### src/hw/alu_defines.svh
`ifndef ALU_DEFINES_SVH
`define ALU_DEFINES_SVH

// Data word width
`define ALU_WIDTH 8

// Opcode width for eight operations
`define ALU_OP_WIDTH 3

// Barrel shifter depth as log2 of the word width
`define ALU_SHIFT_STAGES 3

`endif

### src/hw/alu_pkg.sv
`default_nettype none

`include "alu_defines.svh"

package alu_pkg;

    // Operation select in datapath encoding order
    typedef enum logic [`ALU_OP_WIDTH-1:0] {
        op_mov           = 3'b000,
        op_add           = 3'b001,
        op_and           = 3'b010,
        op_or            = 3'b011,
        op_mul           = 3'b100,
        op_shift_logical = 3'b101,
        op_shift_arith   = 3'b110,
        op_rotate        = 3'b111
    } alu_op_e;

    // Fill behavior of the shared barrel shifter
    typedef enum logic [1:0] {
        kind_logical = 2'd0,
        kind_arith   = 2'd1,
        kind_rotate  = 2'd2
    } shift_kind_e;

endpackage

`default_nettype wire

### src/hw/shift_control.sv
`timescale 1ns/1ps
`default_nettype none

`include "alu_defines.svh"

module shift_control (
    input  wire alu_pkg::alu_op_e             opcode,
    input  wire [`ALU_WIDTH-1:0]              amount,
    output logic                              shift_right,
    output alu_pkg::shift_kind_e              shift_kind,
    output logic [`ALU_SHIFT_STAGES-1:0]      offset,
    output logic                              out_of_range
);

    logic [`ALU_WIDTH-1:0] magnitude;

    always_comb begin
        case (opcode)
            alu_pkg::op_shift_arith: shift_kind = alu_pkg::kind_arith;
            alu_pkg::op_rotate:      shift_kind = alu_pkg::kind_rotate;
            default:                 shift_kind = alu_pkg::kind_logical;
        endcase
    end

    // Negative amount means shift right by its magnitude
    assign shift_right = amount[`ALU_WIDTH-1];
    assign magnitude   = amount[`ALU_WIDTH-1] ? -amount : amount;

    // Low bits steer the stages, upper bits only matter for range
    assign offset = magnitude[`ALU_SHIFT_STAGES-1:0];

    // Rotate wraps modulo the width, so it never saturates
    assign out_of_range = (magnitude[`ALU_WIDTH-1:`ALU_SHIFT_STAGES] != '0) &&
                          (shift_kind != alu_pkg::kind_rotate);

endmodule

`default_nettype wire

### src/hw/shift_stage.sv
`timescale 1ns/1ps
`default_nettype none

`include "alu_defines.svh"

module shift_stage #(
    parameter int STAGE = 0
) (
    input  wire [`ALU_WIDTH-1:0]        data_in,
    input  wire                         enable,
    input  wire                         shift_right,
    input  wire alu_pkg::shift_kind_e   shift_kind,
    output logic [`ALU_WIDTH-1:0]       data_out
);

    localparam int W    = `ALU_WIDTH;
    localparam int DIST = 2 ** STAGE;

    logic          sign;
    logic [W-1:0]  moved;

    assign sign = data_in[W-1];

    always_comb begin
        case (shift_kind)
            alu_pkg::kind_rotate: begin
                if (shift_right) begin
                    moved = {data_in[DIST-1:0], data_in[W-1:DIST]};
                end else begin
                    moved = {data_in[W-DIST-1:0], data_in[W-1:W-DIST]};
                end
            end
            alu_pkg::kind_arith: begin
                if (shift_right) begin
                    moved = {{DIST{sign}}, data_in[W-1:DIST]};
                end else begin
                    // Sign bit stays put, the rest moves left
                    moved = {sign, data_in[W-2-DIST:0], {DIST{1'b0}}};
                end
            end
            default: begin
                if (shift_right) begin
                    moved = {{DIST{1'b0}}, data_in[W-1:DIST]};
                end else begin
                    moved = {data_in[W-DIST-1:0], {DIST{1'b0}}};
                end
            end
        endcase
    end

    assign data_out = enable ? moved : data_in;

endmodule

`default_nettype wire

### src/hw/shift_saturate.sv
`timescale 1ns/1ps
`default_nettype none

`include "alu_defines.svh"

module shift_saturate (
    input  wire [`ALU_WIDTH-1:0]        shifted,
    input  wire [`ALU_WIDTH-1:0]        operand,
    input  wire                         shift_right,
    input  wire alu_pkg::shift_kind_e   shift_kind,
    input  wire                         out_of_range,
    output logic [`ALU_WIDTH-1:0]       result
);

    localparam int W = `ALU_WIDTH;

    logic [W-1:0] fill;

    // Value a shift of eight or more places settles to
    always_comb begin
        fill = '0;
        if (shift_kind == alu_pkg::kind_arith) begin
            if (shift_right) begin
                fill = {W{operand[W-1]}};
            end else begin
                fill = {operand[W-1], {(W-1){1'b0}}};
            end
        end
    end

    // Stages only see the low offset bits, so override here
    assign result = out_of_range ? fill : shifted;

endmodule

`default_nettype wire

### src/hw/array_multiplier.sv
`timescale 1ns/1ps
`default_nettype none

`include "alu_defines.svh"

module array_multiplier (
    input  wire [`ALU_WIDTH-1:0]  multiplicand,
    input  wire [`ALU_WIDTH-1:0]  multiplier,
    output wire [`ALU_WIDTH-1:0]  product
);

    localparam int W = `ALU_WIDTH;

    genvar i;

    // Row i only contributes to product bits i and up, so it is W-i wide.
    // sum holds bits i..W-1 of the running total after row i.
    generate
        for (i = 0; i < W; i++) begin : g_row
            logic [W-1-i:0] row;
            logic [W-1-i:0] sum;

            // Gated partial product
            assign row = multiplicand[W-1-i:0] & {(W-i){multiplier[i]}};

            if (i == 0) begin : g_first
                assign sum = row;
            end else begin : g_acc
                // Drop the settled low bit of the previous row, carry out is discarded
                assign sum = g_row[i-1].sum[W-i:1] + row;
            end

            // Lowest bit of each row is final
            assign product[i] = sum[0];
        end
    endgenerate

endmodule

`default_nettype wire

### src/hw/alu.sv
`timescale 1ns/1ps
`default_nettype none

`include "alu_defines.svh"

module alu (
    input  wire                          clk,
    input  wire                          rst_n,
    input  wire                          in_valid,
    input  wire alu_pkg::alu_op_e        opcode,
    input  wire [`ALU_WIDTH-1:0]         data1,
    input  wire [`ALU_WIDTH-1:0]         data2,
    output logic                         out_valid,
    output logic [`ALU_WIDTH-1:0]        result,
    output logic                         zero
);

    localparam int W      = `ALU_WIDTH;
    localparam int STAGES = `ALU_SHIFT_STAGES;

    logic [W-1:0]           sum;
    logic [W-1:0]           product;
    logic [W-1:0]           shift_result;
    logic [W-1:0]           next_result;

    logic                   shift_right;
    alu_pkg::shift_kind_e   shift_kind;
    logic [STAGES-1:0]      offset;
    logic                   out_of_range;

    wire  [W-1:0]           stage_data [0:STAGES];

    // Subtraction is an add of the negated operand
    assign sum = data1 + data2;

    shift_control i_shift_control (
        .opcode       (opcode),
        .amount       (data2),
        .shift_right  (shift_right),
        .shift_kind   (shift_kind),
        .offset       (offset),
        .out_of_range (out_of_range)
    );

    // Shared barrel shifter with distances 1, 2, 4
    assign stage_data[0] = data1;

    genvar k;
    generate
        for (k = 0; k < STAGES; k++) begin : g_stage
            shift_stage #(
                .STAGE (k)
            ) i_shift_stage (
                .data_in     (stage_data[k]),
                .enable      (offset[k]),
                .shift_right (shift_right),
                .shift_kind  (shift_kind),
                .data_out    (stage_data[k+1])
            );
        end
    endgenerate

    shift_saturate i_shift_saturate (
        .shifted      (stage_data[STAGES]),
        .operand      (data1),
        .shift_right  (shift_right),
        .shift_kind   (shift_kind),
        .out_of_range (out_of_range),
        .result       (shift_result)
    );

    array_multiplier i_array_multiplier (
        .multiplicand (data1),
        .multiplier   (data2),
        .product      (product)
    );

    always_comb begin
        case (opcode)
            alu_pkg::op_mov: next_result = data2;
            alu_pkg::op_add: next_result = sum;
            alu_pkg::op_and: next_result = data1 & data2;
            alu_pkg::op_or:  next_result = data1 | data2;
            alu_pkg::op_mul: next_result = product;
            // All three shift opcodes share the barrel shifter
            default:         next_result = shift_result;
        endcase
    end

    // One cycle latency; result and zero hold while idle
    always_ff @(posedge clk) begin
        if (!rst_n) begin
            out_valid <= 1'b0;
            result    <= '0;
            zero      <= 1'b0;
        end else begin
            out_valid <= in_valid;
            if (in_valid) begin
                result <= next_result;
                // Branch-if-equal flag taken from the adder for every opcode
                zero   <= (sum == '0);
            end
        end
    end

endmodule

`default_nettype wire

### config.mk
export PLATFORM = sky130hd
export DESIGN_NAME = alu
export DESIGN_NICKNAME = d
export VERILOG_FILES = /design/src/hw/alu_pkg.sv /design/src/hw/shift_control.sv /design/src/hw/shift_stage.sv /design/src/hw/shift_saturate.sv /design/src/hw/array_multiplier.sv /design/src/hw/alu.sv
export VERILOG_INCLUDE_DIRS = /design/src /design/src/hw
export SDC_FILE = /design/constraint.sdc
export NUM_CORES = 1
export LEC_CHECK = 0
export ABC_CLOCK_PERIOD_IN_PS = 18920
export BUFFER_PORTS_ARGS = -buffer_cell sky130_fd_sc_hd__buf_2
export CAP_MARGIN = 20
export CORE_UTILIZATION = 50
export DETAILED_ROUTE_END_ITERATION = 10
export PLACE_DENSITY = 0.79
export SLEW_MARGIN = 20
export SYNTH_ARGS = -nofsm -noshare
export SYNTH_HDL_FRONTEND = slang
export SYNTH_SLANG_ARGS = --single-unit
### constraint.sdc
create_clock -name clk -period 18.92 [get_ports clk]
set_input_delay 3.784 -clock clk [delete_from_list [all_inputs] [get_ports clk]]
set_output_delay 3.784 -clock clk [all_outputs]
set_load 0.01 [all_outputs]
# Yosys cells after proc, flatten, opt, wreduce, memory -nomap -nowiden
# Cells that the tools add are included.
# op_classes
n_mul	0
shifts	0
n_bitwise	10
n_addsub	9
n_eq_ne	9
magnitude_cmp	0
div_mod_pow	0
mux	20
reduce_logical	4
# op_table
op	n
8-bit two-way mux	11
8-bit case mux with 2 select lines	3
8-bit case mux with 5 select lines	1
7-bit two-way mux	4
8-bit bitwise AND	2
3-bit equality test (second input constant)	3
8-bit adder	1
8-bit zero test	1
8-bit negation	1
8-bit OR	1
7-bit adder	1
7-bit bitwise AND	1
6-bit adder	1
6-bit bitwise AND	1
3-bit by 2-bit equality test with 1-bit output (second input constant)	2
5-bit adder	1
5-bit bitwise AND	1
5-bit nonzero test	1
4-bit adder	1
4-bit bitwise AND	1
2-bit case mux with 2 select lines	1
3-bit adder	1
3-bit bitwise AND	1
3-bit by 1-bit equality test with 1-bit output (second input constant)	1
9 further kinds	9
# totals
out_inout_bits	10
n_memories	0
input_bits	22
elab_cells	55
latch_bits	0
mem_bits_ro	0
ramBits	0
register_bits	10

# Depth between registers and ports, before layout
# logic_depth
depth_word	13
depth_mapped	28
mapped_depth_nobuf	26

# Cells and area by module
# From an unflattened synthesis, not the netlist that was laid out.
# unflattened
hier_cells	433
hier_area_um2	3218.1
# by_module_without_submodules
module	seq_area_each_um2	n_inst	cells_per_inst	area_each_um2
alu	200.2	1	165	1263.7
array_multiplier	0.0	1	120	954.7
shift_stage (g_stage[1].i_shift_stage)	0.0	1	40	289.0
shift_stage (g_stage[0].i_shift_stage)	0.0	1	36	237.7
shift_stage (g_stage[2].i_shift_stage)	0.0	1	33	221.5
shift_saturate	0.0	1	19	126.4
shift_control	0.0	1	20	125.1

# Worst setup path before layout
# Ideal clock, no wire load.
# synth_path
path_kind	input to register
start	input data2[0]
end	register result[7]
path_slack_ps	9224
stages	27
arrival_ps	9609
path_buffers	2
t_required_ps	18834
setup_ps	86
path_cell_list	buf_2 inv_2 clkbuf_1 nor2_1 ha_1 ha_1 a31oi_1 xnor2_1 inv_1 fa_1 xnor2_1 inv_1 fa_1 inv_1 ha_1 fa_1 ha_1 fa_1 ha_1 xor2_1 xnor3_1 xnor3_1 xnor3_2 xnor2_1 o21ai_1 nand2_1 a221oi_2
# synth_via
elab_chain_len	11
elab_cells_between_ends	24
cone_classes	add/sub: 9; mux: 12; bitwise: 1; reduce/logical: 2
# synth_lines
element	line_no	rtl
start, declared	alu.sv:12	input wire [`ALU_WIDTH-1:0] data2,
parallel branches: the longest is 10 deep, another holds 7-bit adder	-	
8-bit case mux with 5 select lines *	alu.sv:79	case (opcode)
end signal, assigned	alu.sv:99	result <= next_result;
end, declared	alu.sv:14	output logic [`ALU_WIDTH-1:0] result,
# Every way passes the cells marked *.
# A chain may end at the register's enable or synchronous reset.

# Worst setup path in the final report
# Same ends and word-level chain as after synthesis.

==> impl_metrics.env <==
export IMPL_drt_total_wl_um=8614
export IMPL_slew_headroom_pct=47.52
export IMPL_yosysWarningCount=0
export IMPL_numCtsBuffers=3
export IMPL_gr_total_overflow=0
export IMPL_drive_gt1_share_pct=10.86
export IMPL_peakVddDrop_uv=36.08
export IMPL_cts_sink_count=10
export IMPL_cts_resized_gates=0
export IMPL_synth_distinct_cells=63
export IMPL_end_kind="flop"
export IMPL_syn2layout_area_growth_pct=7.330
export IMPL_worstSetupPathType="input port to flop"
export IMPL_required_ps=19080
export IMPL_syn_avg_cell_area_um2=7.069
export IMPL_async_flop_share_pct=0
export IMPL_crit_arrival_ps=9960
export IMPL_finalSetupViolCount=0
export IMPL_start_util_pct=53.25
export IMPL_cts_setup_buffers=0
export IMPL_period_minus_slack_ps=9804
export IMPL_grt_usage_pct=27.97
export IMPL_cellLeakagePower_nw=1.571
export IMPL_core_area_um2=5642
export IMPL_grt_pass1_vias=2915
export IMPL_die_w_um=79.51
export IMPL_slowest_delay_ps=500
export IMPL_crit_top_cell="ha_1"
export IMPL_routedWlPerCell_um=16.76
export IMPL_worst_path_buf_inv=5
export IMPL_critPathTopFamily="adder cells"
export IMPL_tightest_slew_ps=787.2
export IMPL_vias=3237
export IMPL_dieHeight_um=79.51
export IMPL_antenna_found_initial=0
export IMPL_min_path_type="flop to flop"
export IMPL_clk_pin_slew_worst_paths_ps=50
export IMPL_synthFlopType="dfxtp_1"
export IMPL_power_density_nw_per_um2=58.31
export IMPL_ant_nets=0
export IMPL_syn_nets=492
export IMPL_io_pins=32
export IMPL_fin_cells=514
export IMPL_grt_first_pass_wirelength_um=14120
export IMPL_num_nets_final=510
export IMPL_drc=0
export IMPL_p_comb_share_pct=72.9
export IMPL_timing_fmax_mhz=102.0
export IMPL_vias_per_cell=6.298
export IMPL_path_max_fanout=21
export IMPL_dr_pass1_iters=5
export IMPL_place_inst=510
export IMPL_start_kind="input port"
export IMPL_drv_cap=0
export IMPL_slew_violations=0
export IMPL_ys_seq_area_share_pct=6.664
export IMPL_period_share_pct=51.82
export IMPL_portBuffers=31
export IMPL_dp_final_hpwl_um=6761
export IMPL_netlist_top_cell_by_area="ha_1"
export IMPL_hold_viol=0
export IMPL_tritoncts="done"
export IMPL_yosysMostFrequentCell="nor2_1"
export IMPL_clock_power_share_pct=14.5
export IMPL_clock_latency_ps=240
export IMPL_p_seq_share_pct=12.6
export IMPL_cts_path_max_buffers=2
export IMPL_crit_path_top_delay_cell="fa_1"
export IMPL_synthCells=425
export IMPL_synth_seq_cells=10
export IMPL_drt_iter0_drc=319
export IMPL_die_area_um2=6322
export IMPL_synth_edff_count=0
export IMPL_synth_common_cells="nor2_1, ha_1, inv_1"
export IMPL_swShare_pct=43.97
export IMPL_syn_cell_area_um2=3004
export IMPL_fin_tns_setup_ps=0
export IMPL_nFillCells=514
export IMPL_finClkSkew_ps=0
export IMPL_p_int_w=0.0001053
export IMPL_num_rows=27
export IMPL_h_tree_depth=1
export IMPL_synth_top_area_share_pct=16.66
export IMPL_grt_max_degree=33
export IMPL_cts_hold_buf=0
export IMPL_switchingPower_w=0.00008267
export IMPL_gp_congestion=0.9439
export IMPL_cts_root_buf="clkbuf_8"
export IMPL_rsz0062_at_grt="no"
export IMPL_ys_top_cells_by_area="ha_1, nor2_1, dfxtp_1, a21oi_1, inv_1"
export IMPL_antenna_cells=0
export IMPL_outcome="finished, final reports clean"
[final cells by class]
cell class | instances | area (um2) | share of cell area [%]
clock buffer | 4 | 55.05 | 1.707
timing repair buffer | 31 | 155.1 | 4.812
multi-input combinational | 356 | 2570 | 79.70
inverter | 41 | 153.9 | 4.773
sequential | 10 | 200.2 | 6.209
tap | 72 | 90.09 | 2.794
[final timing paths]
path | to | slack (ps) | depth (start not counted) | startpoint
worst max-delay path | result[7] | 9120 | 26 | data2[0]
worst max register to register | result[7] | 17720 | 5 | result[7]
worst min register to register | zero | 450 | 2 | zero
worst min-delay path | zero | 450 | 2 | zero
[per-stage QoR]
step | hold WS (ps) | worst slack, ps | utilization (%) | power (W) | area (um2)
detailed placement | 447.4 | 8878 | 56.18 | 0.0001589 | 3169
finish | 448.2 | 9116 | 57.15 | 0.0001880 | 3224
global route | 488.9 | 8726 | 57.15 | 0.0002026 | 3224
floorplan | 477.5 | 9224 | - | 0.0001314 | 3004
global placement | 435.0 | 9023 | 56.18 | 0.0001556 | 3169
CTS | 456.7 | 9117 | 57.15 | 0.0001864 | 3224
[sequential cells by signal, summed over array words and instances, names as in the netlist]
name / flops
result: 8
zero: 1
out_valid: 1
[cell usage in the layout (no fill, tap or decap), types with 5 or more instances in the layout]
master,instances
ha_1,40
o21bai_1,6
nand3_1,8
nand2_1,32
nor2b_1,6
fa_1,5
o22ai_1,6
and2_1,5
a21o_1,9
xnor2_1,16
o21ai_0,18
inv_1,38
a21oi_1,37
nand2b_1,8
o21ai_1,7
buf_2,31
dfxtp_1,10
a31oi_1,8
xor2_1,8
nor3_1,7
nor2_1,55
mux2i_1,10
[layer usage]
layer | routed length [um] | share of wire (%) | GRT usage [%] | vias to the layer above
li1 | - | - | - | 1561
met1 | 3987 | 46 | 39.57 | 1490
met2 | 3834 | 45 | 44.96 | 163
met3 | 604 | 7.0 | 2.514 | 23
met4 | 188 | 2.2 | 7.273 | 0
met5 | 0 | 0 | 0 | -
[tightest hold or removal path, cell delays in order (launching register included)]
cell and delay (ps):
dfxtp_1 320, nand2_1 50, o31ai_1 50
[kinds of logic (layout without fill, tap and decap cells)]
logic type / Yosys count / count (layout) / synth area share [%]
XOR/XNOR: 27 / 27 / 9.288
adder cells (fa/ha/maj): 45 / 45 / 19.99
multiplexers: 13 / 13 / 5.206
buffers and inverters: 59 / 76 / 7.788
AND/OR/NAND/NOR: 134 / 134 / 20.33
AO/OA/AOI/OAI: 137 / 137 / 30.74
flip-flops: 10 / 10 / 6.664
[power by group through the flow]
stage,combinational [W],sequential [W],clock (W)
global placement,0.000132,0.0000241,0
global route,0.000151,0.0000240,0.0000281
finish,0.000137,0.0000238,0.0000272
detailed placement,0.000135,0.0000242,0
CTS,0.000135,0.0000238,0.0000272
floorplan,0.000106,0.0000249,0
Power figures use the tool's default switching activity.
